**src/logic/phase_timer.sv**
```systemverilog
`timescale 1ns/100ps
`default_nettype none

module phase_timer #(
  parameter int PHASE_DIV  = 4,
  parameter int SLOW_RATIO = 4
) (
  input  logic clk_sys,
  input  logic arst_n,
  output logic fast_phase,
  output logic slow_phase
);

  localparam int PW = (PHASE_DIV > 1) ? $clog2(PHASE_DIV) : 1;
  localparam int SW = (SLOW_RATIO > 1) ? $clog2(SLOW_RATIO) : 1;

  logic [PW-1:0] phase_cnt;
  logic [SW-1:0] slow_cnt;

  // last system clock of each fast phase
  assign fast_phase = (phase_cnt == PW'(PHASE_DIV - 1));
  // every SLOW_RATIO-th fast phase is also a slow phase
  assign slow_phase = fast_phase && (slow_cnt == SW'(SLOW_RATIO - 1));

  always_ff @(posedge clk_sys or negedge arst_n)
  begin
    if (!arst_n)
    begin
      phase_cnt <= '0;
      slow_cnt  <= '0;
    end
    else if (fast_phase)
    begin
      phase_cnt <= '0;
      if (slow_phase)
        slow_cnt <= '0;
      else
        slow_cnt <= slow_cnt + 1'b1;
    end
    else
    begin
      phase_cnt <= phase_cnt + 1'b1;
    end
  end

endmodule

`default_nettype wire

```
**config.mk**
```make
export PLATFORM = sky130hd
export DESIGN_NAME = phase_timer
export DESIGN_NICKNAME = d
export VERILOG_FILES = /design/src/logic/phase_timer.sv
export SDC_FILE = /design/constraint.sdc
export NUM_CORES = 1
export LEC_CHECK = 0
export ABC_AREA = 1
export BUFFER_PORTS_ARGS = -buffer_cell sky130_fd_sc_hd__buf_2
export CAP_MARGIN = 20
export CORE_AREA = 2 2 39 41
export DETAILED_ROUTE_END_ITERATION = 6
export DIE_AREA = 0 0 41 43
export PLACE_DENSITY = 0.4
export SLEW_MARGIN = 20
export SYNTH_ARGS = -nofsm -noshare
export SYNTH_HDL_FRONTEND = slang
export SYNTH_SLANG_ARGS = --single-unit
```
**constraint.sdc**
```tcl
create_clock -name clk_sys -period 1.48 [get_ports clk_sys]
set_clock_uncertainty 0.2 [all_clocks]
set_input_delay 0 -clock clk_sys [delete_from_list [all_inputs] [get_ports clk_sys]]
set_output_delay 0 -clock clk_sys [all_outputs]
set_load 0.02 [all_outputs]
```
==> flow_summary.json, run 1 <==
{
  "clkSlewWorstSetupHoldPaths_ns": 0.04,
  "worstSetupEndpointType": "primary output",
  "setup_ws_ns": 0.172,
  "ant_nets": 0,
  "start_kind": "flip-flop",
  "period_share_pct": 88.4,
  "dp_hpwl_um": 212,
  "die_h_um": 43,
  "netlist_instances": 18,
  "max_freq_mhz": 765,
  "tightestPinTransition_ns": 0.189,
  "ys_types": 6,
  "cts_tree": "built",
  "mappedNetlistArea_um2": 180,
  "tns_ns": 0,
  "path_delay_family": "flip-flops",
  "die_area_um2": 1760,
  "core_um2": 1380,
  "synth_nets": 23,
  "critical_path.cell_chain": "ha_1 -> nand2_1 -> inv_1 -> buf_2",
  "synth_warnings": 0,
  "place_ws_ns": 0.387,
  "critPathMaxStageDelay_ns": 0.39,
  "grt_pass1_wl_um": 496,
  "diodes": 0,
  "synth_area_leaders": "dfrtp_1 56%, ha_1 21%, nand2_1 13%",
  "cts_setup_buffers": 0,
  "synth_largest_area_cell": "dfrtp_1",
  "p_leak_uw": 0.000144,
  "dr_total_vias": 137,
  "rows": 14,
  "drt-initial-drc-count": 0,
  "synth-seq-cells": 4,
  "final_layout_size_suffix_gt1_share_pct": 23.1,
  "antenna_found_initial": 0,
  "vias_per_cell": 3.26,
  "cp.arrival_ns": 1.11,
  "final_cell_mix": "6 x nand2_1, 4 x dfrtp_1",
  "ir_drop_v": 0.000355,
  "grt_usage_pct": 4.94,
  "gp_congestion": 0.611,
  "num-nets-final": 33,
  "rsz0062_at_grt": "false",
  "yosysSeqAreaShare_pct": 55.6,
  "initial_utilization_pct": 13.0,
  "path_buf_inv": 2,
  "crit_type": "flip-flop to primary output",
  "cts_root_buf": "clkbuf_4",
  "firstDrtPassIters": 1,
  "drv_slew": 0,
  "hold_class": "flip-flop to flip-flop",
  "portBuffers": 3,
  "io_pins": 4,
  "grt_pass1_vias": 141,
  "finalHoldViolCount": 0,
  "crit_fanout": 3,
  "synth_top_area_share_pct": 55.6,
  "routed_wl_um": 272,
  "relSlewSlack_pct": 87.3,
  "maxCapViolCount": 0,
  "status": "completed",
  "grt_overflow": 0,
  "die_w_um": 41,
  "finalCriticalPeriod_ns": 1.31,
  "cts.htree.levels": 1,
  "cts_buffer_depth": 2,
  "wire_per_inst_um": 6.48,
  "clkLatencyLatePin_ns": 0.23,
  "clock-sinks": 4,
  "drc": 0,
  "fillers": 158,
  "final_common_cell": "nand2_1",
  "cts_inserted_buffers": 3,
  "grt_max_degree": 5,
  "power-per-cell-area_nw_per_um2": 973,
  "syn_to_final_growth_pct": 43.1,
  "avgSynthCellArea_um2": 10.0,
  "finalSetupViolations": 0,
  "cpMaxStageDelayCell": "dfrtp_1",
  "design_area_um2": 258,
  "post_dp_cell_area_um2": 215,
  "cp.required_ns": 1.28
}
stage by stage:
stage	instances	hold WS, ns	total power, uW	util (%)
5_1_grt	42	0.298	268	18.6
4_1_cts	42	0.275	260	18.6
6_report	42	0.270	251	18.6
3_5_place_dp	37	-0.388	115	15.6
3_3_place_gp	37	-0.396	114	15.6
2_1_floorplan	18	-0.496	111	-
layer usage:
metal / wire (um) / GRT usage [%]
met5: 0 / 0
met4: 15 / 8.00
met3: 31 / 3.14
met1: 135 / 5.23
met2: 90 / 4.69
repair_timing:
action | CTS | global route
hold endpoints to repair | 4 | 0
hold buffers | 2 | 0
resized for setup | 0 | 0
synth_stat cells:
| cell | number |
|---|---|
| nand2_1 | 6 |
| dfrtp_1 | 4 |
| inv_1 | 3 |
| ha_1 | 3 |
| nand3_1 | 1 |
| nor2_1 | 1 |
cell families after synthesis:
kind of cell	count (synthesis)	synth area share, %
and+or+nand+nor	8	17.4
buffers and inverters	3	6.25
adders and majority gates	3	20.8
DFF	4	55.6
power by group:
group          internal [uW]  switching (uW)  leakage, uW
registers                110               0    0.0000518
clock network           90.6            43.2    0.0000138
logic                   4.41            2.54    0.0000784
flip-flops by register name (all words and copies together), names as in the netlist:
| name | cells |
|---|---|
| phase_cnt | 2 |
| slow_cnt | 2 |
final timing paths:
check / from / end / slack (ns) / cells after the start
max: phase_cnt[0] / slow_phase / 0.17 / 4
min: phase_cnt[0] / phase_cnt[0] / 0.27 / 1
max reg2reg: slow_cnt[0] / slow_cnt[1] / 0.39 / 3
min reg2reg: phase_cnt[0] / phase_cnt[0] / 0.27 / 1
max in group asynchronous: arst_n / slow_cnt[0] / 0.45 / 3
min in group asynchronous: arst_n / slow_cnt[1] / 0.46 / 3
layout make-up:
| type | count | area (um^2) | share of cell area [%] |
|---|---|---|---|
| sequential | 4 | 100 | 38.8 |
| multi-input combinational | 11 | 68.8 | 26.7 |
| timing repair buffer | 5 | 35.0 | 13.6 |
| clock buffer | 3 | 22.5 | 8.74 |
| tap | 16 | 20.0 | 7.77 |
| inverter | 3 | 11.3 | 4.37 |
Power figures use the tool's default switching activity.
==> run 2, diff against run 1 <==
- CELL_PAD_IN_SITES_DETAIL_PLACEMENT: default -> 1
- CELL_PAD_IN_SITES_GLOBAL_PLACEMENT: default -> 2
- PLACE_DENSITY: 0.4 -> 0.5
==> run 2 against run 1 <==
  * Routed wire length up 21%
  * Via count down 4.4%
  * Worst hold slack worse by 0.0024 ns
  * Critical endpoint unchanged
  * First-iteration DRC count up 4
==> flow_summary.json, run 2 (synthesis gave the netlist of run 1 again) <==
{
  "grt_pass1_wl_um": 565,
  "tns_ns": 0,
  "rsz0062_at_grt": "false",
  "cts_setup_buffers": 0,
  "drc": 0,
  "tightestPinTransition_ns": 0.193,
  "initial_utilization_pct": 13.0,
  "status": "completed",
  "final_cell_mix": "6 x nand2_1, 4 x dfrtp_1",
  "cpMaxStageDelayCell": "dfrtp_1",
  "num-nets-final": 33,
  "relSlewSlack_pct": 87.1,
  "dr_total_vias": 131,
  "dp_hpwl_um": 266,
  "critPathMaxStageDelay_ns": 0.39,
  "cts_buffer_depth": 2,
  "clkSlewWorstSetupHoldPaths_ns": 0.04,
  "path_buf_inv": 2,
  "grt_pass1_vias": 153,
  "drt-initial-drc-count": 4,
  "grt_usage_pct": 5.53,
  "core_um2": 1380,
  "grt_overflow": 0,
  "die_area_um2": 1760,
  "cts_inserted_buffers": 3,
  "maxCapViolCount": 0,
  "cp.arrival_ns": 1.10,
  "start_kind": "flip-flop",
  "drv_slew": 0,
  "grt_max_degree": 5,
  "period_share_pct": 87.9,
  "power-per-cell-area_nw_per_um2": 970,
  "critical_path.cell_chain": "ha_1 -> nand2_1 -> inv_1 -> buf_2",
  "hold_buffers": 2,
  "crit_type": "flip-flop to primary output",
  "cts_root_buf": "clkbuf_4",
  "crit_fanout": 3,
  "die_w_um": 41,
  "hold_class": "flip-flop to flip-flop",
  "worstSetupEndpointType": "primary output",
  "final_common_cell": "nand2_1",
  "routed_wl_um": 328,
  "ant_nets": 0,
  "place_ws_ns": 0.376,
  "path_delay_family": "flip-flops",
  "finalCriticalPeriod_ns": 1.30,
  "cts.htree.levels": 1,
  "portBuffers": 3,
  "firstDrtPassIters": 4,
  "whs_ns": 0.268,
  "p_leak_uw": 0.000144,
  "io_pins": 4,
  "cts_tree": "built",
  "clkLatencyLatePin_ns": 0.23,
  "die_h_um": 43,
  "ir_drop_v": 0.000193,
  "gp_congestion": 0.619,
  "finalSetupViolations": 0,
  "finalHoldViolCount": 0,
  "syn_to_final_growth_pct": 43.1,
  "rows": 14,
  "p_total_uw": 250,
  "max_freq_mhz": 769,
  "cts-resized-gates": 0,
  "setup_ws_ns": 0.179,
  "diodes": 0,
  "wire_per_inst_um": 7.81,
  "reg.largest.list": "phase_cnt: 2 flops, slow_cnt: 2 flops",
  "clock-sinks": 4,
  "vias_per_cell": 3.12,
  "antenna_found_initial": 0,
  "cp.required_ns": 1.28,
  "final_layout_size_suffix_gt1_share_pct": 23.1
}
[run 2: cell counts in the layout (fill, tap and decap cells not counted)]
Identical to the previous run, type by type.
[run 2: power by group]
group	switching (uW)	internal, uW	total (uW)	leakage, uW
Sequential	0	110	110	0.0000518
Clock	42.4	90.6	133	0.0000138
Combinational	2.64	4.41	7.05	0.0000784
Total	45.1	205	250	0.000144
[run 2: area by class of cell]
type | count | area [um^2]
clock buffers | 3 | 22.5
fillers | 166 | 1130
inverters | 3 | 11.3
multi-input cells | 11 | 68.8
flip-flops and latches | 4 | 100
well taps | 16 | 20.0
repair buffers | 5 | 35.0
[run 2: stage by stage]
stage / util (%) / instance area, um^2 / instances
2_1_floorplan: - / 180 / 18
3_3_place_gp: 15.6 / 215 / 37
3_5_place_dp: 15.6 / 215 / 37
4_1_cts: 18.6 / 258 / 42
5_1_grt: 18.6 / 258 / 42
6_report: 18.6 / 258 / 42
[run 2: path summary, 6_finish.rpt]
kind | startpoint | endpoint | slack, ns | cells after the start
max in group asynchronous | arst_n | slow_cnt[1] | 0.45 | 3
worst min-delay path | phase_cnt[0] | phase_cnt[0] | 0.27 | 1
min in group asynchronous | arst_n | phase_cnt[0] | 0.46 | 3
worst min register to register | phase_cnt[0] | phase_cnt[0] | 0.27 | 1
worst max register to register | phase_cnt[0] | slow_cnt[0] | 0.38 | 3
worst max-delay path | phase_cnt[0] | slow_phase | 0.18 | 4
[run 2: worst reg2reg max path, stage by stage (launching register included)]
cell,delay (ns)
dfrtp_1,0.39
ha_1,0.25
nand3_1,0.10
nand2_1,0.05
[run 2: metal layers]
layer	up-vias	routed length [um]	GRT usage [%]
li1	71	-	-
met1	57	145	5.81
met2	3	157	5.94
met3	0	25	3.14
met4	0	0	8.00
met5	-	0	0
