**src/logic/iigs_mem_pkg.sv**
```systemverilog
`default_nettype none

package iigs_mem_pkg;

  // one 24-bit bank:offset word, seen as flat memory or as I/O fields
  typedef union packed {
    struct packed {
      logic [7:0]  bank;
      logic [15:0] offset;
    } flat;
    struct packed {
      logic [7:0] bank;
      // offset bits 15..11
      logic [4:0] region;
      // CnXX slot number
      logic [2:0] rom_slot;
      logic       dev_hi;
      // C0nX slot number
      logic [2:0] dev_slot;
      logic [3:0] reg_sel;
    } io;
  } mem_addr_u;

  // region codes from the decoder
  localparam logic [2:0] REGION_FAST     = 3'd0;
  localparam logic [2:0] REGION_SLOW     = 3'd1;
  localparam logic [2:0] REGION_HDD_IO   = 3'd2;
  localparam logic [2:0] REGION_CARD_ROM = 3'd3;
  localparam logic [2:0] REGION_CTRL     = 3'd4;
  localparam logic [2:0] REGION_OPEN     = 3'd5;

  // floating data bus value
  localparam logic [7:0]  OPEN_BUS       = 8'h80;
  localparam logic [23:0] SLTROMSEL_ADDR = 24'h00C02D;
  localparam logic [2:0]  HDD_SLOT       = 3'd7;

  // disk controller commands
  localparam logic [7:0] CMD_READ  = 8'd1;
  localparam logic [7:0] CMD_WRITE = 8'd2;

endpackage

`default_nettype wire
```
**src/logic/mem_bus_if.sv**
```systemverilog
`timescale 1ns/100ps
`default_nettype none

interface mem_bus_if;

  // held access from the sequencer
  iigs_mem_pkg::mem_addr_u addr;
  logic [7:0]              wdata;
  logic                    write;
  // one-cycle strobe, same cycle as pready
  logic                    commit;

  // decode result and selected read data
  logic [2:0]              region;
  logic [7:0]              rdata;

  modport seq (
    output addr,
    output wdata,
    output write,
    output commit,
    input  region
  );

  modport dec (
    input  addr,
    input  wdata,
    input  write,
    input  commit,
    output region,
    output rdata
  );

  modport target (
    input addr,
    input wdata,
    input write,
    input commit
  );

endinterface

`default_nettype wire

```
**src/logic/apb_access_fsm.sv**
```systemverilog
`timescale 1ns/100ps
`default_nettype none

module apb_access_fsm (
  input  logic        clk_sys,
  input  logic        arst_n,
  input  logic        psel,
  input  logic        penable,
  input  logic        pwrite,
  input  logic [23:0] paddr,
  input  logic [7:0]  pwdata,
  output logic        pready,
  input  logic        fast_phase,
  input  logic        slow_phase,
  mem_bus_if.seq      bus
);

  localparam logic [1:0] ST_IDLE = 2'd0;
  localparam logic [1:0] ST_WAIT = 2'd1;
  localparam logic [1:0] ST_DONE = 2'd2;

  logic [1:0]              state;
  logic                    setup;
  logic                    phase_hit;
  iigs_mem_pkg::mem_addr_u addr_q;
  logic [7:0]              wdata_q;
  logic                    write_q;

  assign setup = psel && !penable;

  // slow RAM waits for the slow phase, everything else for the fast one
  assign phase_hit = (bus.region == iigs_mem_pkg::REGION_SLOW) ? slow_phase : fast_phase;

  always_ff @(posedge clk_sys or negedge arst_n)
  begin
    if (!arst_n)
      state <= ST_IDLE;
    else
    begin
      case (state)
        ST_IDLE:
          if (setup)
            state <= ST_WAIT;
        ST_WAIT:
          if (penable && phase_hit)
            state <= ST_DONE;
        default:
          state <= ST_IDLE;
      endcase
    end
  end

  // capture the transfer at setup, master keeps it stable anyway
  always_ff @(posedge clk_sys)
  begin
    if (state == ST_IDLE && setup)
    begin
      addr_q  <= paddr;
      wdata_q <= pwdata;
      write_q <= pwrite;
    end
  end

  assign pready     = (state == ST_DONE);
  assign bus.commit = pready;
  assign bus.addr   = addr_q;
  assign bus.wdata  = wdata_q;
  assign bus.write  = write_q;

endmodule

`default_nettype wire

```
**src/flat_wrapper.sv**
```systemverilog
// flat-port wrapper written by rule: the top's interface ports become plain ports
module apb_access_fsm_flat 
  (clk_sys, arst_n, psel, penable, pwrite, paddr, pwdata, pready, fast_phase, slow_phase, bus_addr, bus_wdata, bus_write, bus_commit, bus_region);
  mem_bus_if bus_i ();
  input  logic clk_sys;
  input  logic arst_n;
  input  logic psel;
  input  logic penable;
  input  logic pwrite;
  input  logic [23:0] paddr;
  input  logic [7:0] pwdata;
  output logic pready;
  input  logic fast_phase;
  input  logic slow_phase;
  output wire logic [$bits(bus_i.addr)-1:0] bus_addr;
  output wire logic [$bits(bus_i.wdata)-1:0] bus_wdata;
  output wire logic [$bits(bus_i.write)-1:0] bus_write;
  output wire logic [$bits(bus_i.commit)-1:0] bus_commit;
  input wire logic [$bits(bus_i.region)-1:0] bus_region;
  assign bus_addr = bus_i.addr;
  assign bus_wdata = bus_i.wdata;
  assign bus_write = bus_i.write;
  assign bus_commit = bus_i.commit;
  assign bus_i.region = bus_region;
  apb_access_fsm u_core (.clk_sys(clk_sys), .arst_n(arst_n), .psel(psel), .penable(penable), .pwrite(pwrite), .paddr(paddr), .pwdata(pwdata), .pready(pready), .fast_phase(fast_phase), .slow_phase(slow_phase), .bus(bus_i));
endmodule
```
**config.mk**
```make
export PLATFORM = sky130hd
export DESIGN_NAME = apb_access_fsm_flat
export DESIGN_NICKNAME = d
export VERILOG_FILES = /design/src/logic/iigs_mem_pkg.sv /design/src/logic/mem_bus_if.sv /design/src/logic/apb_access_fsm.sv /design/src/flat_wrapper.sv
export SDC_FILE = /design/constraint.sdc
export NUM_CORES = 1
export LEC_CHECK = 0
export BUFFER_PORTS_ARGS = -buffer_cell sky130_fd_sc_hd__buf_2
export CAP_MARGIN = 5
export CORE_MARGIN = 2
export CORE_UTILIZATION = 30
export CTS_CLUSTER_SIZE = 40
export DETAILED_ROUTE_END_ITERATION = 10
export GPL_TIMING_DRIVEN = 0
export PLACE_DENSITY_LB_ADDON = 0.12
export SLEW_MARGIN = 20
export SYNTH_ARGS = -nofsm -noshare
export SYNTH_HDL_FRONTEND = slang
export SYNTH_SLANG_ARGS = --single-unit
```
**constraint.sdc**
```tcl
create_clock -name clk_sys -period 7.08 [get_ports clk_sys]
set_input_delay 0.354 -clock clk_sys [delete_from_list [all_inputs] [get_ports clk_sys]]
set_output_delay 0.354 -clock clk_sys [all_outputs]
set_load 0.01 [all_outputs]
```
==> metrics.md, run 1 <==
| Metric | Value |
|---|---|
| Status | finished, final reports clean |
| Largest net degree at the start of global routing | 11 |
| Crit Path Class | flip-flop to flip-flop |
| Area grow syn2layout | 50.8% |
| Maximum operating frequency | 504 MHz |
| Max FO, Critical Path | 7 |
| Worst VDD drop | 125 uV |
| CTS tree | built |
| DRT Wirelength | 2.27 mm |
| Die Ht | 65.0 um |
| HPWL after detailed placement | 1.89 mm |
| Worst EP required | 7.06 ns |
| Post-DP Area | 1590 um^2 |
| Diodes inserted | 0 |
| Core ar. | 3610 um^2 |
| Vias in the first global route | 847 |
| Drt first pass iters | 2 |
| Finished Core Util | 46.6% |
| DRT iter0 DRCs | 13 |
| Clock power share | 29.0% |
| Port buffer count | 76 |
| CTS max path bufs | 2 |
| Reg clk slew, reported paths | 0.07 ns |
| Number of synthesized register bits | 35 |
| Critical Path AT | 1.97 ns |
| Startpoint types | flip-flop |
| Pint | 0.000349 W |
| Hold Violations, Final | 0 |
| RSZ-0062 raised after global routing | false |
| Die area | 4220 um^2 |
| Layout Skew | 0.00162 ns |
| Register Area | 1040 um^2 |
| Final GP Congestion | 0.703 |
| Gate power share | 14.0% |
| DR vias | 740 |
| P per Cell Area | 270 nW/um^2 |
| CTS Buf Count | 5 |
| Routed Antenna Nets | 0 |
| Min-Delay Path Class | input port to flip-flop |
| Worst Setup Slack, final | 5.10 ns |
| Layout Nets | 176 |
| Worst Tran Pin Value | 0.720 ns |
| Gate count of the mapped netlist | 45 |
| CTS root buf | clkbuf_8 |
| Number of cell rows | 22 |
| Fraction of layout cells with a size suffix above 1 | 65.9% |
| Crit path launch | u_core.state[1]$_DFFE_PN0P_ |
| Vias per std cell | 4.04 |
| Global-route wire length before repair | 3.70 mm |
| CTS H-Tree Depth | 2 |
| Routed WL per cell | 12.4 um |
| Dpl ws | 4.96 ns |
| Final setup fails | 0 |
| Slew HR | 51.9% |
| Switching Fraction | 23.1% |
| FF-to-FF setup slack | 5.10 ns |
| Number of max-cap violations | 0 |
| Max-slew violation count | 0 |
| Post-CTS Repair Setup Buffers | 0 |
| Leak | 0.734 nW |
| Tot GR Track Use | 12.0% |
| Reg2reg path depth | 4 |
| Sw Pwr | 0.000105 W |
| Area of the multi-input gates | 72.6 um^2 |
| Clk sinks | 35 |
| FF-to-FF Start | u_core.state[1]$_DFFE_PN0P_ |
| Setup TNS Final | 0 ns |
| Die Wd | 65.0 um |
| Final min period | 1.98 ns |
| GR Overflow Total | 0 |
| Sequential-to-total area share from yosys stat | 93.4% |
| Residual DRC | 0 |
| Sequential share of power | 57.0% |
| Post-cts sizing count | 0 |
| Crit path capture | u_core.bus.addr[11]$_DFFE_PP_ |
| Cell area after layout | 1680 um^2 |
| Synthesized area per cell | 24.8 um^2 |
| Synth cell types | 10 |
| R2r endpoint | u_core.bus.addr[11]$_DFFE_PP_ |
| Synth Warn # | 0 |
| Layout fillers | 319 |
| Mapped Area | 1110 um^2 |
| Initial antenna violation count | 0 |
| Initial Utilization | 30.9% |
| I/O pin count | 77 |
| Setup crit end kind | flip-flop |
| Synth Net Count | 87 |
| Overall Power | 0.000454 W |
| Period utilisation layout | 28.0% |
| Clock Latency Late Sink | 0.27 ns |
## cell usage after synthesis
master | instances | area (um^2)
mux2i_1 | 1 | 10.0
buf_4 | 1 | 7.51
edfxtp_1 | 33 | 991
nor4b_1 | 1 | 8.76
nand2_1 | 1 | 3.75
nor3b_2 | 1 | 12.5
nor2_1 | 1 | 3.75
dfrtp_1 | 2 | 50.1
nor2b_1 | 3 | 18.8
a211o_1 | 1 | 8.76
## power groups by stage
stage | sequential [W] | clock, W | combinational [W]
floorplan | 0.000274 | 0 | 0.0000183
global placement | 0.000266 | 0 | 0.0000579
detailed placement | 0.000263 | 0 | 0.0000647
CTS | 0.000259 | 0.000137 | 0.0000652
global route | 0.000261 | 0.000147 | 0.0000709
finish | 0.000259 | 0.000132 | 0.0000636
## layout make-up
cell class                 count  area share [%]
multi-input combinational      9            4.32
sequential                    35            61.9
tap                           48            3.57
timing repair buffer          82            25.0
clock inverter                 2           0.446
buffer                         1           0.446
clock buffer                   6            4.32
## worst max-delay path, cell delays in order, from the launching register on
cell	delay (ns)
dfrtp_1	0.40
nor4b_2	0.66
buf_4	0.28
buf_4	0.16
buf_2	0.19
## placed cells by master (no fill, tap or decap)
cell           synthesis  routed
dlygate4sd3_1          0       1
buf_4                  1       3
nor3b_2                1       1
buf_2                  0      79
nor2_1                 1       1
clkbuf_1               0       1
nor2b_1                3       3
dfrtp_1                2       2
clkinv_1               0       2
mux2i_1                1       1
a211o_1                1       1
nor4b_2                0       1
edfxtp_1              33      33
clkbuf_8               0       5
nand2_1                1       1
## state kept, by name (all words and copies together), names as in the netlist
name,flops
u_core.bus.write,1
u_core.bus.wdata,8
u_core.bus.addr,24
u_core.state,2
## through the flow
stage | cells | hold slack, ns
after floorplan | 45 | 0.0584
final | 183 | 0.250
after detailed placement | 174 | 0.144
after global routing | 183 | 0.233
after CTS | 183 | 0.237
after global placement | 169 | 0.140
## what timing repair did
action,4_1_cts,5_1_grt
hold endpoints to repair,2,0
hold buffers,1,0
setup endpoints to repair,0,0
## per-layer routing
metal  track usage [%]  wire length (um)  vias to the layer above
met4              3.19                14                        0
li1                  -                 -                      350
met2              21.9              1260                       42
met3              6.08               231                        2
met5                 0                 0                        -
met1              12.0               761                      346
## cell families (layout without fill, tap and decap cells)
group,after synthesis,after routing,synth area share (%)
compound gates,1,1,0.786
flops,35,35,93.4
buf+inv,1,91,0.674
mux,1,1,0.898
simple gates,7,7,4.26
## how the worst min path moves through the flow
| stage | start | depth (start not counted) | slack, ns | endpoint |
|---|---|---|---|---|
| 6_report | paddr[7] | 1 | 0.25 | u_core.bus.addr[7]$_DFFE_PP_ |
| 5_1_grt | paddr[7] | 1 | 0.23 | u_core.bus.addr[7]$_DFFE_PP_ |
| 4_1_cts | paddr[13] | 1 | 0.24 | u_core.bus.addr[13]$_DFFE_PP_ |
| 3_5_place_dp | arst_n | 1 | 0.14 | u_core.state[0]$_DFFE_PN0P_ |
| 3_3_place_gp | arst_n | 1 | 0.14 | u_core.state[1]$_DFFE_PN0P_ |
| 2_1_floorplan | arst_n | 0 | 0.06 | u_core.state[0]$_DFFE_PN0P_ |
No activity file was read; power rests on OpenSTA's default activity.
==> run 2, diff against run 1 <==
- ABC_AREA: default -> 1
- clock period: 7.08 -> 1.75 ns (I/O delays scaled with it)
==> run 2 against run 1 <==
  * Area after synthesis is 2.1% higher
  * Synthesized cell count is 22% higher
  * Largest power group unchanged
  * Final cell count is 20% higher
  * Combinational power grew to 3.8 times the previous value
  * Hold slack worse by 0.18 ns
  * Final area is 19% higher
  * Maximum frequency is 36% higher
==> metrics.md, run 2 <==
| Metric | Value |
|---|---|
| Synth top cells by count | edfxtp_1 (33), inv_1 (6), nor2_1 (4) |
| Worst Tran Pin Value | 0.669 ns |
| Routed WL per cell | 10.7 um |
| Post-synth top area cell | edfxtp_1 |
| Maximum operating frequency | 683 MHz |
| Worst VDD drop | 375 uV |
| Max reg flops | 24 |
| Core ar. | 3660 um^2 |
| Max-slew violation count | 0 |
| Vias in the first global route | 859 |
| Synthesized area per cell | 20.7 um^2 |
| Initial antenna violation count | 0 |
| GR Overflow Total | 0 |
| P per Cell Area | 888 nW/um^2 |
| Ys async rst share | 5.71% |
| Fraction of layout cells with a size suffix above 1 | 51.7% |
| Mapped Area | 1140 um^2 |
| Routed Antenna Nets | 0 |
| Largest net degree at the start of global routing | 34 |
| Drt first pass iters | 4 |
| Most frequent cells in the layout | buf_2 (76), dlygate4sd3_1 (34), edfxtp_1 (33) |
| Leak | 0.883 nW |
| Gate count of the mapped netlist | 55 |
| Post-CTS Repair Setup Buffers | 0 |
| Clock Latency Late Sink | 0.27 ns |
| Layout Skew | 0.00134 ns |
| Period utilisation layout | 83.6% |
| Worst EP required | 1.66 ns |
| CTS max path bufs | 2 |
| Startpoint types | flip-flop |
| Layout Nets | 214 |
| Slew HR | 55.3% |
| Number of synthesized register bits | 35 |
| DRT Wirelength | 2.36 mm |
| Critical Path AT | 1.37 ns |
| Diodes inserted | 0 |
| Die area | 4300 um^2 |
| RSZ-0062 raised after global routing | false |
| Min-Delay Path Class | input port to flip-flop |
| Final GP Congestion | 0.628 |
| DRT iter0 DRCs | 42 |
| Hold Violations, Final | 0 |
| Port buffer count | 76 |
| Initial Utilization | 31.1% |
| Final setup fails | 0 |
| CTS root buf | clkbuf_8 |
| Synth top area cells | edfxtp_1 (87%), dfrtp_1 (4.4%), inv_1 (2.0%) |
| Residual DRC | 0 |
| Synth Net Count | 97 |
| Reg clk slew, reported paths | 0.06 ns |
| Synth cell types | 11 |
| Die Wd | 65.6 um |
| Setup crit end kind | flip-flop |
| Most frequent cell after synthesis | edfxtp_1 |
| Most common cell after layout, fill and taps aside | buf_2 |
| Sequential-to-total area share from yosys stat | 91.4% |
| Number of cell rows | 22 |
| Area grow syn2layout | 75.4% |
| Global-route wire length before repair | 3.53 mm |
| Synth Warn # | 0 |
| Post-synth top area share | 87.0% |
| Tot GR Track Use | 11.5% |
| DR vias | 877 |
| Final min period | 1.46 ns |
| CTS Buf Count | 5 |
| HPWL after detailed placement | 1.49 mm |
| EDFF count, synth | 33 |
| Worst Hold Margin | 0.0667 ns |
| Number of max-cap violations | 0 |
| Status | finished, final reports clean |
| Crit Path Class | flip-flop to flip-flop |
| CTS H-Tree Depth | 2 |
| Die Ht | 65.6 um |
| Clk sinks | 35 |
| Vias per std cell | 3.99 |
| Setup TNS Final | 0 ns |
| CTS tree | built |
| Synth Flop Type | edfxtp_1 |
| I/O pin count | 77 |
| Max FO, Critical Path | 33 |
==> run 2: cell count changes after synthesis, sizes merged <==
cell	delta
a211o	-1
inv	+8
mux2i	-1
nand2	+2
nand3	+3
nand4	+1
nor2	+3
nor2b	-3
nor3b	-1
nor4b	-1
==> run 2: area by class of cell <==
type	instances	area, um^2
clock inverters	2	8.76
well taps	48	60.1
multi-input cells	11	60.1
plain buffers	1	7.51
flip-flops and latches	35	1040
fillers	322	1660
inverters	8	30.0
clock buffers	5	68.8
repair buffers	110	721
==> run 2: where the power goes <==
part	internal (W)	switching, W
Combinational	0.000128	0.000116
Sequential	0.000994	0.0000152
Clock	0.000264	0.000256
==> run 2: cells by family (layout without fill, tap and decap cells) <==
logic type    Yosys count  in the layout  share of synthesized area (%)
simple gates           11             11                           5.27
buf+inv                 9            126                           3.30
flops                  35             35                           91.4
==> run 2: metrics by stage <==
stage | total power, W | instance area (um^2) | instances | worst slack (ns) | util (%)
floorplan | 0.00111 | 1140 | 55 | 0.167 | -
global placement | 0.00121 | 1580 | 179 | -0.0912 | 43.1
detailed placement | 0.00122 | 1580 | 179 | 0.266 | 43.1
CTS | 0.00181 | 2000 | 220 | 0.256 | 54.5
global route | 0.00187 | 2000 | 220 | 0.180 | 54.5
finish | 0.00177 | 2000 | 220 | 0.286 | 54.5
==> run 2: routing by layer <==
layer | track usage, % | part of all wire, % | vias to the layer above
met5 | 0 | 0 | -
met4 | 6.25 | 2.2 | 0
met3 | 5.14 | 9.1 | 6
met2 | 20.3 | 53 | 47
met1 | 11.2 | 36 | 398
li1 | - | - | 426
==> run 2: final timing paths <==
check / cells after the start / slack (ns) / end / startpoint
setup / recovery: 3 / 0.29 / u_core.bus.wdata[2]$_DFFE_PP_ / u_core.state[1]$_DFFE_PN0P_
hold reg to reg: 3 / 0.55 / u_core.state[1]$_DFFE_PN0P_ / u_core.state[1]$_DFFE_PN0P_
setup reg to reg: 3 / 0.29 / u_core.bus.wdata[2]$_DFFE_PP_ / u_core.state[1]$_DFFE_PN0P_
min in group asynchronous: 2 / 0.11 / u_core.state[1]$_DFFE_PN0P_ / arst_n
max in group asynchronous: 2 / 1.54 / u_core.state[0]$_DFFE_PN0P_ / arst_n
hold / removal: 3 / 0.07 / u_core.state[1]$_DFFE_PN0P_ / penable
==> run 2: critical path, cell delays in order (launching register included) <==
cell	delay (ns)
dfrtp_1	0.39
nor2_1	0.09
nand3_1	0.10
inv_2	0.51
==> run 2: what timing repair did <==
action                                 4_1_cts  5_1_grt
hold buffers                                34        0
endpoints found under the hold margin       35        0
gates resized for setup                      0        0
