[config.mk]
export PLATFORM = sky130hd
export DESIGN_NAME = bank_decoder_flat
export DESIGN_NICKNAME = d
export VERILOG_FILES = /design/src/logic/iigs_mem_pkg.sv /design/src/logic/mem_bus_if.sv /design/src/logic/bank_decoder.sv /design/src/flat_wrapper.sv
export SDC_FILE = /design/constraint.sdc
export NUM_CORES = 1
export LEC_CHECK = 0
export BUFFER_PORTS_ARGS = -buffer_cell sky130_fd_sc_hd__buf_4
export CORE_ASPECT_RATIO = 1.25
export CORE_MARGIN = 2
export CORE_UTILIZATION = 37
export DETAILED_ROUTE_END_ITERATION = 12
export PLACE_DENSITY = 0.8
export SETUP_SLACK_MARGIN = 0.1
export SKIP_CTS_REPAIR_TIMING = 1
export SYNTH_ARGS = -nofsm -noshare
export SYNTH_HDL_FRONTEND = slang
export SYNTH_SLANG_ARGS = --single-unit
[constraint.sdc]
create_clock -name clk_sys -period 1.9 [get_ports clk_sys]
set_input_delay 0.095 -clock clk_sys [delete_from_list [all_inputs] [get_ports clk_sys]]
set_output_delay 0.095 -clock clk_sys [all_outputs]
set_load 0.05 [all_outputs]
[src/logic/iigs_mem_pkg.sv]
`default_nettype none

package iigs_mem_pkg;

  // one 24-bit bank:offset word, seen as flat memory or as I/O fields
  typedef union packed {
    struct packed {
      logic [7:0]  bank;
      logic [15:0] offset;
    } flat;
    struct packed {
      logic [7:0] bank;
      // offset bits 15..11
      logic [4:0] region;
      // CnXX slot number
      logic [2:0] rom_slot;
      logic       dev_hi;
      // C0nX slot number
      logic [2:0] dev_slot;
      logic [3:0] reg_sel;
    } io;
  } mem_addr_u;

  // region codes from the decoder
  localparam logic [2:0] REGION_FAST     = 3'd0;
  localparam logic [2:0] REGION_SLOW     = 3'd1;
  localparam logic [2:0] REGION_HDD_IO   = 3'd2;
  localparam logic [2:0] REGION_CARD_ROM = 3'd3;
  localparam logic [2:0] REGION_CTRL     = 3'd4;
  localparam logic [2:0] REGION_OPEN     = 3'd5;

  // floating data bus value
  localparam logic [7:0]  OPEN_BUS       = 8'h80;
  localparam logic [23:0] SLTROMSEL_ADDR = 24'h00C02D;
  localparam logic [2:0]  HDD_SLOT       = 3'd7;

  // disk controller commands
  localparam logic [7:0] CMD_READ  = 8'd1;
  localparam logic [7:0] CMD_WRITE = 8'd2;

endpackage

`default_nettype wire
[src/logic/mem_bus_if.sv]
`timescale 1ns/100ps
`default_nettype none

interface mem_bus_if;

  // held access from the sequencer
  iigs_mem_pkg::mem_addr_u addr;
  logic [7:0]              wdata;
  logic                    write;
  // one-cycle strobe, same cycle as pready
  logic                    commit;

  // decode result and selected read data
  logic [2:0]              region;
  logic [7:0]              rdata;

  modport seq (
    output addr,
    output wdata,
    output write,
    output commit,
    input  region
  );

  modport dec (
    input  addr,
    input  wdata,
    input  write,
    input  commit,
    output region,
    output rdata
  );

  modport target (
    input addr,
    input wdata,
    input write,
    input commit
  );

endinterface

`default_nettype wire

[src/logic/bank_decoder.sv]
`timescale 1ns/100ps
`default_nettype none

module bank_decoder #(
  parameter int RAM_BANKS = 2
) (
  input  logic       clk_sys,
  input  logic       arst_n,
  mem_bus_if.dec     bus,
  input  logic [7:0] fast_rdata,
  input  logic [7:0] slow_rdata,
  input  logic [7:0] hdd_rdata,
  output logic       fast_sel,
  output logic       slow_sel,
  output logic       hdd_io_sel,
  output logic       card_rom_sel
);

  // C000-C7FF as seen by offset bits 15..11
  localparam logic [4:0] IO_PAGE = 5'b11000;
  localparam logic [7:0] BANK_LIMIT = 8'(RAM_BANKS);

  logic [7:0] sltromsel;
  logic [7:0] bank;
  logic       io_bank;
  logic       dev_win;
  logic       rom_win;
  logic       rom_space;

  assign bank    = bus.addr.flat.bank;
  assign io_bank = (bank == 8'h00) || (bank == 8'h01) || (bank == 8'hE0) || (bank == 8'hE1);

  // C090-C0FF device select, slots 1..7
  assign dev_win = io_bank && (bus.addr.io.region == IO_PAGE) && (bus.addr.io.rom_slot == 3'd0)
                   && bus.addr.io.dev_hi && (bus.addr.io.dev_slot != 3'd0);
  // C400-C7FF slot ROM
  assign rom_win = io_bank && (bus.addr.io.region == IO_PAGE) && bus.addr.io.rom_slot[2];

  // system ROM banks and the ROM above C100 in bank 00
  assign rom_space = (bank == 8'hFE) || (bank == 8'hFF)
                     || ((bank == 8'h00) && (bus.addr.flat.offset >= 16'hC100));

  always_comb
  begin
    if (bus.addr == iigs_mem_pkg::SLTROMSEL_ADDR)
      bus.region = iigs_mem_pkg::REGION_CTRL;
    else if (dev_win)
    begin
      // internal devices are not modelled, only the disk card answers
      if (sltromsel[bus.addr.io.dev_slot] && bus.addr.io.dev_slot == iigs_mem_pkg::HDD_SLOT)
        bus.region = iigs_mem_pkg::REGION_HDD_IO;
      else
        bus.region = iigs_mem_pkg::REGION_OPEN;
    end
    else if (rom_win)
    begin
      if (sltromsel[bus.addr.io.rom_slot] && bus.addr.io.rom_slot == iigs_mem_pkg::HDD_SLOT)
        bus.region = iigs_mem_pkg::REGION_CARD_ROM;
      else
        bus.region = iigs_mem_pkg::REGION_OPEN;
    end
    else if (rom_space)
      bus.region = iigs_mem_pkg::REGION_OPEN;
    else if (bank < BANK_LIMIT)
      bus.region = iigs_mem_pkg::REGION_FAST;
    else if ((bank == 8'hE0) || (bank == 8'hE1))
      bus.region = iigs_mem_pkg::REGION_SLOW;
    else
      bus.region = iigs_mem_pkg::REGION_OPEN;
  end

  assign fast_sel     = (bus.region == iigs_mem_pkg::REGION_FAST);
  assign slow_sel     = (bus.region == iigs_mem_pkg::REGION_SLOW);
  assign hdd_io_sel   = (bus.region == iigs_mem_pkg::REGION_HDD_IO);
  assign card_rom_sel = (bus.region == iigs_mem_pkg::REGION_CARD_ROM);

  // bit n set puts slot n on the external card
  always_ff @(posedge clk_sys or negedge arst_n)
  begin
    if (!arst_n)
      sltromsel <= 8'h00;
    else if (bus.commit && bus.write && bus.region == iigs_mem_pkg::REGION_CTRL)
      sltromsel <= bus.wdata;
  end

  always_comb
  begin
    case (bus.region)
      iigs_mem_pkg::REGION_FAST:     bus.rdata = fast_rdata;
      iigs_mem_pkg::REGION_SLOW:     bus.rdata = slow_rdata;
      iigs_mem_pkg::REGION_HDD_IO:   bus.rdata = hdd_rdata;
      iigs_mem_pkg::REGION_CARD_ROM: bus.rdata = hdd_rdata;
      iigs_mem_pkg::REGION_CTRL:     bus.rdata = sltromsel;
      default:                       bus.rdata = iigs_mem_pkg::OPEN_BUS;
    endcase
  end

endmodule

`default_nettype wire

[src/flat_wrapper.sv]
// flat-port wrapper written by rule: the top's interface ports become plain ports
module bank_decoder_flat 
#(
  parameter int RAM_BANKS = 2
)
  (clk_sys, arst_n, fast_rdata, slow_rdata, hdd_rdata, fast_sel, slow_sel, hdd_io_sel, card_rom_sel, bus_addr, bus_wdata, bus_write, bus_commit, bus_region, bus_rdata);
  mem_bus_if bus_i ();
  input  logic clk_sys;
  input  logic arst_n;
  input  logic [7:0] fast_rdata;
  input  logic [7:0] slow_rdata;
  input  logic [7:0] hdd_rdata;
  output logic fast_sel;
  output logic slow_sel;
  output logic hdd_io_sel;
  output logic card_rom_sel;
  input wire logic [$bits(bus_i.addr)-1:0] bus_addr;
  input wire logic [$bits(bus_i.wdata)-1:0] bus_wdata;
  input wire logic [$bits(bus_i.write)-1:0] bus_write;
  input wire logic [$bits(bus_i.commit)-1:0] bus_commit;
  output wire logic [$bits(bus_i.region)-1:0] bus_region;
  output wire logic [$bits(bus_i.rdata)-1:0] bus_rdata;
  assign bus_i.addr = bus_addr;
  assign bus_i.wdata = bus_wdata;
  assign bus_i.write = bus_write;
  assign bus_i.commit = bus_commit;
  assign bus_region = bus_i.region;
  assign bus_rdata = bus_i.rdata;
  bank_decoder #(.RAM_BANKS(RAM_BANKS)) u_core (.clk_sys(clk_sys), .arst_n(arst_n), .bus(bus_i), .fast_rdata(fast_rdata), .slow_rdata(slow_rdata), .hdd_rdata(hdd_rdata), .fast_sel(fast_sel), .slow_sel(slow_sel), .hdd_io_sel(hdd_io_sel), .card_rom_sel(card_rom_sel));
endmodule
==> results.cfg, run 1 <==
[outcome]
status = complete, but fails checks
violations = setup timing

[sta]
maxSlewViolCount = 0
setup_viol = 20
whs_ns = 0.07820
fin_crit_sh_pct = 118.4
finalCriticalPeriod_ns = 2.250
relSlewSlack_pct = 69.94
finalHoldViolations = 0
max_freq_ghz = 0.4445
rsz0062_at_grt = true
worst_pin_slew_ns = 0.4468
fin_ws_ns = -0.3500
clock_skew_ns = 0

[clocking]
root_buffer = clkbuf_4
clk_pin_slew_worst_paths_ns = 0.05
cts_sinks = 8
clock_latency_ns = 0.24
clockBufferDepth = 2
cts_tree = done
htreeDepth = 1
cts_inserted_buffers = 3

[synthesis]
async_reset_ff_share_pct = 100.0
synth-edff-count = 0
synth-seq-cells = 8
seq_area_frac_synth_pct = 24.10
syn_nets = 148
synth_top_area_share_pct = 24.10
avgSynthCellArea_um2 = 9.441
synth_ff_type = dfrtp_1
synthDistinctLibCells = 33
synthCells = 88
synth.area.top_cells = dfrtp_1 24%, mux2_4 14%, mux2i_1 9.6%, a22oi_1 6.3%, buf_6 4.1%
ys_warn_count = 0
yosys.area.top_type = dfrtp_1
synth_area_um2 = 830.8

[power]
power_uw = 463.9
swShare_pct = 24.42
power.density_nw_per_um2 = 253.4
sequentialPowerShare_pct = 36.7
leakagePower_uw = 0.0008779
pwr-share-clk_pct = 27.5
ir_drop_mv = 0.3828
switching_power_uw = 113.3
internal_power_uw = 350.6
comb_power_share_pct = 35.8

[grt]
antenna_found_initial = 0
grt.overflow.total = 0
grt_max_degree = 11
grt_pass1_vias = 1016
grt_pass1_wl_um = 4153
grt_usage_pct = 20.83

[placement]
portBuffers = 74
routabilityCongestion = 0.8811
dp_hpwl_um = 2414

[drt]
route.detailed.drc = 0
drt_iter0_markers = 15
vias = 1135
vias_per_cell = 5.279
drt-total-wl_um = 3250
antenna_left = 0
drt_first_pass_iters = 4
post_drt_wl_per_cell_um = 15.12

[final_layout]
largest_reg_flops = 8
mostFrequentLayoutCell = buf_4
synthToLayoutAreaGrowth_pct = 120.3
reg_top3 = u_core.sltromsel: 8 flops
n_antenna_cell = 0
layout-drive-gt1-share_pct = 75.00
mostFrequentLayoutCells = 78 x buf_4, 12 x buf_6, 8 x mux2_4, 8 x dfrtp_1
nNetsFinal = 246
top_register = u_core.sltromsel

[setup_path]
critPathCaptureType = output port
critPathRequiredTime_ns = 1.80
worstPathMaxFanout = 5
cp.arrival_ns = 2.15
critical_path_class = in2out
critPathLaunchType = input port

[hold_path]
hold_path.class = in2reg

[floorplan]
die_h_um = 56.98
start_util_pct = 38.40
dieArea_um2 = 2643
ioPinCount = 75
fp.coreArea_um2 = 2163
fp.dieW_um = 46.38
row_count = 19

[job]
drv_cap = 0
==> critical path: stages <==
cell,delay (ns)
buf_6,0.09
or4_4,0.57
nor4_4,0.21
nand4_1,0.22
a31o_4,0.30
buf_12,0.14
mux2i_1,0.11
o211ai_1,0.19
buf_4,0.23
==> metrics by stage <==
| step | setup TNS, ns | utilization (%) | area, µm² | instances | setup slack (ns) |
|---|---|---|---|---|---|
| finish | -3.889 | 84.62 | 1831 | 215 | -0.3500 |
| global route | -4.846 | 84.62 | 1831 | 215 | -0.4378 |
| CTS | -3.091 | 74.90 | 1620 | 209 | -0.3082 |
| detailed placement | -5.056 | 73.86 | 1598 | 206 | -0.3043 |
| global placement | -4.296 | 73.86 | 1598 | 206 | -0.2554 |
| floorplan | -3.702 | - | 879.6 | 88 | -0.5537 |
==> synthesized netlist by cell type (2+ instances only) <==
cell type,n
mux2i_1,8
clkinv_1,2
dfrtp_1,8
and3_1,2
or3_1,4
or4_4,3
nor2_1,2
mux2_4,8
nand2_1,8
a21oi_1,2
o21ai_1,6
inv_1,2
nor3_1,3
buf_6,3
nand4_1,3
a22oi_1,7
==> power by group through the flow <==
| stage | sequential [µW] | combinational, µW | clock, µW |
|---|---|---|---|
| final | 170 | 166 | 127 |
| after global routing | 170 | 178 | 133 |
| after detailed placement | 173 | 152 | 0 |
| after CTS | 171 | 153 | 127 |
| after floorplan | 174 | 32.1 | 0 |
| after global placement | 173 | 146 | 0 |
==> worst paths after layout <==
check | start | end | slack (ns) | depth (start not counted)
setup / recovery | bus_addr[17] | bus_rdata[7] | -0.35 | 9
hold / removal | bus_wdata[0] | u_core.sltromsel[0] | 0.08 | 2
setup reg to reg | u_core.sltromsel[7] | u_core.sltromsel[7] | 0.99 | 2
hold reg to reg | u_core.sltromsel[6] | u_core.sltromsel[6] | 0.52 | 1
max in group asynchronous | arst_n | u_core.sltromsel[0] | 1.56 | 2
min in group asynchronous | arst_n | u_core.sltromsel[1] | 0.21 | 2
==> layer usage <==
metal  track usage, %  vias to the layer above  share of wire (%)  wire length [µm]
li1                 -                      538                  -                 -
met1            22.27                      522                 32              1033
met2            41.07                       69                 59              1924
met3            1.899                        6                7.4               242
met4            4.490                        0                1.5                50
met5                0                        -                  0                 0
==> final cells by class <==
type                            count  area, µm²
Timing Repair Buffer               97      845.8
Multi-Input combinational cell     71      689.4
Fill cell                         120      332.8
Sequential cell                     8      200.2
Tap cell                           31      38.79
Inverter                            5      33.78
Clock buffer                        3      22.52
==> cell families (layout without fill, tap and decap cells) <==
group                  count (synthesis)  after routing  share of synthesized area [%]
AO/OA/AOI/OAI                         22             22                          17.47
buffers and inverters                  9            105                          7.229
multiplexers                          16             16                          24.10
flip-flops                             8              8                          24.10
AND/OR/NAND/NOR                       33             33                          27.11
(Power assumes the default switching activity.)
==> inputs of run 2 (changes only) <==
--- a/config.mk
+++ b/config.mk
@@ -5,12 +5,13 @@
 export SDC_FILE = /design/constraint.sdc
 export NUM_CORES = 1
 export LEC_CHECK = 0
+export ABC_AREA = 1
+export ABC_CLOCK_PERIOD_IN_PS = 1900
 export BUFFER_PORTS_ARGS = -buffer_cell sky130_fd_sc_hd__buf_4
 export CORE_ASPECT_RATIO = 1.25
-export CORE_MARGIN = 2
-export CORE_UTILIZATION = 37
+export CORE_UTILIZATION = 43
 export DETAILED_ROUTE_END_ITERATION = 12
-export PLACE_DENSITY = 0.8
+export PLACE_DENSITY = 0.81
 export SETUP_SLACK_MARGIN = 0.1
 export SKIP_CTS_REPAIR_TIMING = 1
 export SYNTH_ARGS = -nofsm -noshare
==> run 2 against run 1 <==
Against the previous run: the run now ends clean; non-clock buffer count is 13 lower; register-to-register slack hardly changed; fmax is 20% higher; core utilization is 6.6 points lower; critical path type is now reg2out.
==> results.cfg, run 2 <==
[outcome]
status = finished clean

[job]
drv_cap = 0

[clocking]
cts_inserted_buffers = 3
clock_latency_ns = 0.24
clockBufferDepth = 2
clk_pin_slew_worst_paths_ns = 0.05
cts_tree = done
root_buffer = clkbuf_4
htreeDepth = 1
cts_sinks = 8

[floorplan]
row_count = 20
die_h_um = 60.04
fp.dieW_um = 48.43
ioPinCount = 75
start_util_pct = 46.30
fp.coreArea_um2 = 2502
dieArea_um2 = 2907

[synthesis]
yosys.area.top_type = nand2_1
synth_ff_type = dfrtp_1
synth_common_cells = 60 x nand2_1, 32 x nand3_1, 23 x inv_1
avgSynthCellArea_um2 = 5.972
ys_warn_count = 0
synth.area.top_cells = nand2_1 19%, dfrtp_1 17%, nand3_1 14%, mux2_2 7.8%, inv_1 7.5%
synthDistinctLibCells = 23
async_reset_ff_share_pct = 100.0
synth-edff-count = 0
syn_nets = 254
seq_area_frac_synth_pct = 17.28
synthCells = 194
synth-seq-cells = 8
synth_top_area_share_pct = 19.44
synth_area_um2 = 1159
synth_most_common_cell = nand2_1

[drt]
vias_per_cell = 4.842
drt_first_pass_iters = 4
post_drt_wl_per_cell_um = 11.31
drt-total-wl_um = 3516
vias = 1506
route.detailed.drc = 0
drt_iter0_markers = 29
antenna_left = 0

[setup_path]
r2r-end = u_core.sltromsel[7]
cp.arrival_ns = 1.78
ff2ff_setup_slack_ns = 0.99
critPathCaptureType = output port
critPathRequiredTime_ns = 1.80
critical_path_class = reg2out
critPathLaunchType = flop
r2r_start = u_core.sltromsel[7]
worstPathMaxFanout = 15
ff2ff_path_depth = 2

[power]
internal_power_uw = 338.3
swShare_pct = 25.45
leakagePower_uw = 0.001047
power.density_nw_per_um2 = 232.3
switching_power_uw = 115.5
ir_drop_mv = 0.3374
sequentialPowerShare_pct = 37.6
pwr-share-clk_pct = 26.5
comb_power_share_pct = 35.8

[final_layout]
fin_util_pct = 78.05
layout-drive-gt1-share_pct = 45.68
n_antenna_cell = 0
reg_top3 = u_core.sltromsel: 8 flops
final_cell_area_um2 = 1953
mostFrequentLayoutCell = buf_4
mostFrequentLayoutCells = 72 x buf_4, 56 x nand2_1, 30 x nand3_1
synthToLayoutAreaGrowth_pct = 68.57
largest_reg_flops = 8
fill_cells = 210
nNetsFinal = 340
top_register = u_core.sltromsel

[grt]
grt_max_degree = 17
antenna_found_initial = 0
grt_pass1_vias = 1300
grt.overflow.total = 0
grt_usage_pct = 22.36
grt_pass1_wl_um = 5195

[sta]
finalCriticalPeriod_ns = 1.878
setup_viol = 0
clock_skew_ns = 0
worst_pin_slew_ns = 0.3438
rsz0062_at_grt = true
relSlewSlack_pct = 76.90
max_freq_ghz = 0.5324
maxSlewViolCount = 0
whs_ns = 0.08366
finalHoldViolations = 0
fin_crit_sh_pct = 98.86
fin_tns_setup_ns = 0

[placement]
routabilityCongestion = 0.8553
dpl_cell_area_um2 = 1732
portBuffers = 74
dp_hpwl_um = 2647

[hold_path]
hold_end = u_core.sltromsel[1]
min_path_cells = 2
hold_start = bus_wdata[1]
hold_path.class = in2reg
run 2: cell types whose count changed after synthesis, moves of 7 or more:
cell	previous run	this run
nor2_1	2	22
mux2_4	8	0
a22oi_1	7	0
inv_1	2	23
mux2i_1	8	0
mux2_2	0	8
nand3_1	1	32
nand3b_1	0	7
nand2_1	8	60
run 2: area by class of cell:
cell class | count | area, µm² | share of cell area (%)
flip-flops and latches | 8 | 200.2 | 10.25
multi-input cells | 157 | 908.4 | 46.51
clock buffers | 3 | 22.52 | 1.153
well taps | 33 | 41.29 | 2.114
repair buffers | 84 | 683.2 | 34.98
inverters | 26 | 97.59 | 4.997
run 2: worst max-delay path by stage:
stage / startpoint / to / slack [ns] / depth (start not counted)
floorplan: bus_addr[8] / hdd_io_sel / 0.11 / 9
CTS: u_core.sltromsel[7] / bus_rdata[0] / -0.11 / 9
detailed placement: bus_addr[13] / bus_rdata[3] / 0.07 / 14
global placement: bus_addr[13] / bus_rdata[0] / 0.08 / 14
global route: u_core.sltromsel[6] / bus_rdata[6] / -0.05 / 10
finish: u_core.sltromsel[6] / bus_rdata[6] / 0.02 / 10
run 2: through the flow:
step | setup slack (ns) | instances | power (µW)
floorplan | 0.1065 | 194 | 218.2
global placement | 0.08023 | 298 | 326.6
CTS | -0.1106 | 301 | 450.6
detailed placement | 0.06726 | 298 | 327.6
finish | 0.02161 | 311 | 453.7
global route | -0.05287 | 311 | 477.5
run 2: layer usage:
metal  GRT usage (%)  wire length (µm)  vias up
li1                -                 -      798
met1           27.51              1427      657
met2           42.86              1946       51
met3           2.290               142        0
met4           3.782                 0        0
met5               0                 0        -
run 2: cell families after synthesis:
group	Yosys count	share of synthesized area, %
multiplexers	8	7.776
AND/OR/NAND/NOR	145	61.34
flip-flops	8	17.28
buffers and inverters	30	11.99
AO/OA/AOI/OAI	3	1.619
run 2: power groups by stage:
stage / Clock [µW] / Sequential [µW] / Combinational [µW]
floorplan: 0 / 174 / 44.7
global placement: 0 / 173 / 153
detailed placement: 0 / 173 / 154
CTS: 125 / 171 / 155
global route: 129 / 171 / 178
finish: 120 / 171 / 163
run 2: worst max-delay path: stages, from the launching register on:
cell and delay, ns:
dfrtp_1 0.39, nand2_1 0.08, nand2_2 0.08, nand2_4 0.07, nand2_4 0.10, nand3_4 0.10, nor2_4 0.16, buf_12 0.15
nand3_1 0.10, nand3b_1 0.14, buf_6 0.17
==> inputs of run 3 (changes only) <==
--- a/config.mk
+++ b/config.mk
@@ -5,13 +5,14 @@
 export SDC_FILE = /design/constraint.sdc
 export NUM_CORES = 1
 export LEC_CHECK = 0
-export ABC_AREA = 1
-export ABC_CLOCK_PERIOD_IN_PS = 1900
+export ABC_CLOCK_PERIOD_IN_PS = 2100
 export BUFFER_PORTS_ARGS = -buffer_cell sky130_fd_sc_hd__buf_4
+export CELL_PAD_IN_SITES_DETAIL_PLACEMENT = 0
+export CELL_PAD_IN_SITES_GLOBAL_PLACEMENT = 1
 export CORE_ASPECT_RATIO = 1.25
-export CORE_UTILIZATION = 43
+export CORE_UTILIZATION = 25
 export DETAILED_ROUTE_END_ITERATION = 12
-export PLACE_DENSITY = 0.81
+export PLACE_DENSITY_LB_ADDON = 0.1
 export SETUP_SLACK_MARGIN = 0.1
 export SKIP_CTS_REPAIR_TIMING = 1
 export SYNTH_ARGS = -nofsm -noshare
==> constraint.sdc (replaced) <==
create_clock -name clk_sys -period 2.1 [get_ports clk_sys]
set_input_delay 0.105 -clock clk_sys [delete_from_list [all_inputs] [get_ports clk_sys]]
set_output_delay 0.105 -clock clk_sys [all_outputs]
set_load 0.05 [all_outputs]
==> run 3 against run 2 <==
Against the previous run: the flow now finishes with violations (setup timing); clock skew is the same; register-to-register slack gained 0.19 ns; largest cell class is now buffers; combinational power shrank 9%; non-clock buffer count grew 15; die area grew 22%; core utilization shrank 20 points; global-route usage shrank 6.0 points; critical endpoint is now bus_rdata[7]; sequential share of layout area grew 0.60 points.
==> results.cfg, run 3 (synthesized netlist as in run 1, its figures left out) <==
[outcome]
status = complete, but fails checks
violations = setup timing

[setup_path]
ff2ff_path_depth = 2
r2r_start = u_core.sltromsel[7]
crit_slowest_cell = or4_4
crit_top_cell = buf_4
max_stage_delay_ns = 0.55
critical_path_class = in2out
critPathRequiredTime_ns = 2.00
worstPathCellList = buf_4 -> or4_4 -> nor4_4 -> nand4_1 -> a31o_4 -> buf_12 -> mux2i_1 -> o211ai_1 -> buf_4
r2r-end = u_core.sltromsel[7]
ff2ff_setup_slack_ns = 1.18
worstPathMaxFanout = 5
cp.arrival_ns = 2.06
critPathLaunchType = input port
critPathCaptureType = output port

[grt]
grt_pass1_vias = 1015
grt_usage_pct = 16.31
grt_pass1_wl_um = 4195
antenna_found_initial = 0
grt_max_degree = 11
grt.overflow.total = 0

[job]
drv_cap = 0

[final_layout]
layout-drive-gt1-share_pct = 74.19
synthToLayoutAreaGrowth_pct = 122.1
mostFrequentLayoutCell = buf_4
nNetsFinal = 248
reg_top3 = u_core.sltromsel: 8 flops
n_antenna_cell = 0
mostFrequentLayoutCells = 85 x buf_4, 8 x mux2_4, 8 x dfrtp_1
largest_reg_flops = 8
top_register = u_core.sltromsel
final_cell_area_um2 = 1846

[sta]
setup_viol = 7
max_freq_ghz = 0.4620
finalHoldViolations = 0
finalCriticalPeriod_ns = 2.164
rsz0062_at_grt = true
fin_crit_sh_pct = 103.1
clock_skew_ns = 0
maxSlewViolCount = 0
worst_pin_slew_ns = 0.3834
fin_ws_ns = -0.06427
relSlewSlack_pct = 74.20

[clocking]
clockBufferDepth = 2
cts_sinks = 8
htreeDepth = 1
root_buffer = clkbuf_8
cts_tree = done
clk_pin_slew_worst_paths_ns = 0.04
cts_inserted_buffers = 3
clock_latency_ns = 0.23

[power]
pwr-share-clk_pct = 38.1
leakagePower_uw = 0.0008808
ir_drop_mv = 0.3024
power_uw = 489.0
sequentialPowerShare_pct = 31.7
switching_power_uw = 112.3
internal_power_uw = 376.7
power.density_nw_per_um2 = 265.0
comb_power_share_pct = 30.3
swShare_pct = 22.97

[drt]
drt_iter0_markers = 9
antenna_left = 0
drt-total-wl_um = 2956
vias_per_cell = 4.978
drt_first_pass_iters = 5
vias = 1110
post_drt_wl_per_cell_um = 13.26
route.detailed.drc = 0

[hold_path]
hold_path.class = in2reg
hold_end = u_core.sltromsel[6]
hold_start = bus_wdata[6]
min_path_cells = 2

[placement]
portBuffers = 74
dpl_cell_area_um2 = 1615
routabilityCongestion = 0.7840
dp_hpwl_um = 2451

[floorplan]
start_util_pct = 26.01
row_count = 23
die_h_um = 66.45
fp.coreArea_um2 = 3194
ioPinCount = 75
fp.dieW_um = 53.56
dieArea_um2 = 3559
==> run 3: final cells by class <==
type,instances,area (µm²)
clock buffers,3,41.29
fillers,279,1349
inverters,5,33.78
multi-input cells,71,683.2
flip-flops and latches,8,200.2
well taps,37,46.29
repair buffers,99,840.8
==> run 3: power by group through the flow <==
stage / combinational [µW] / sequential (µW) / clock [µW]
6_report: 148 / 155 / 186
4_1_cts: 138 / 155 / 191
3_3_place_gp: 135 / 157 / 0
2_1_floorplan: 29.1 / 157 / 0
5_1_grt: 160 / 155 / 200
3_5_place_dp: 138 / 157 / 0
==> run 3: worst max-delay path, delay by kind of cell <==
family,cells,cell delay (ns)
buffers and inverters,3,0.47
multiplexers,1,0.11
AO/OA/AOI/OAI,2,0.46
AND/OR/NAND/NOR,3,0.92
==> run 3: through the flow <==
stage | std cells | util (%) | setup TNS [ns] | worst slack [ns] | hold slack, ns
detailed placement | 215 | 50.57 | -1.447 | -0.1545 | -0.07466
CTS | 218 | 51.86 | -0.8697 | -0.1519 | -0.3193
global route | 223 | 57.78 | -1.010 | -0.1619 | 0.1028
global placement | 215 | 50.57 | -0.7071 | -0.1086 | -0.07713
finish | 223 | 57.78 | -0.2449 | -0.06427 | 0.1086
floorplan | 88 | - | -1.925 | -0.3744 | -0.1906
==> run 3: layer usage <==
layer	vias up	global-route usage, %	routed length, µm
met3	9	4.338	267
met2	66	31.09	1608
met5	-	0	0
li1	540	-	-
met4	0	7.237	73
met1	495	15.52	1007
==> run 3: worst max-delay path by stage <==
stage                            start  cells past startpoint  slack, ns      endpoint
after detailed placement  bus_addr[17]                     10      -0.15  bus_rdata[0]
final                     bus_addr[20]                      9      -0.06  bus_rdata[7]
after floorplan           bus_addr[17]                      8      -0.37  bus_rdata[7]
after global placement    bus_addr[17]                     10      -0.11  bus_rdata[3]
after global routing      bus_addr[17]                      9      -0.16  bus_rdata[7]
after CTS                 bus_addr[17]                     10      -0.15  bus_rdata[0]
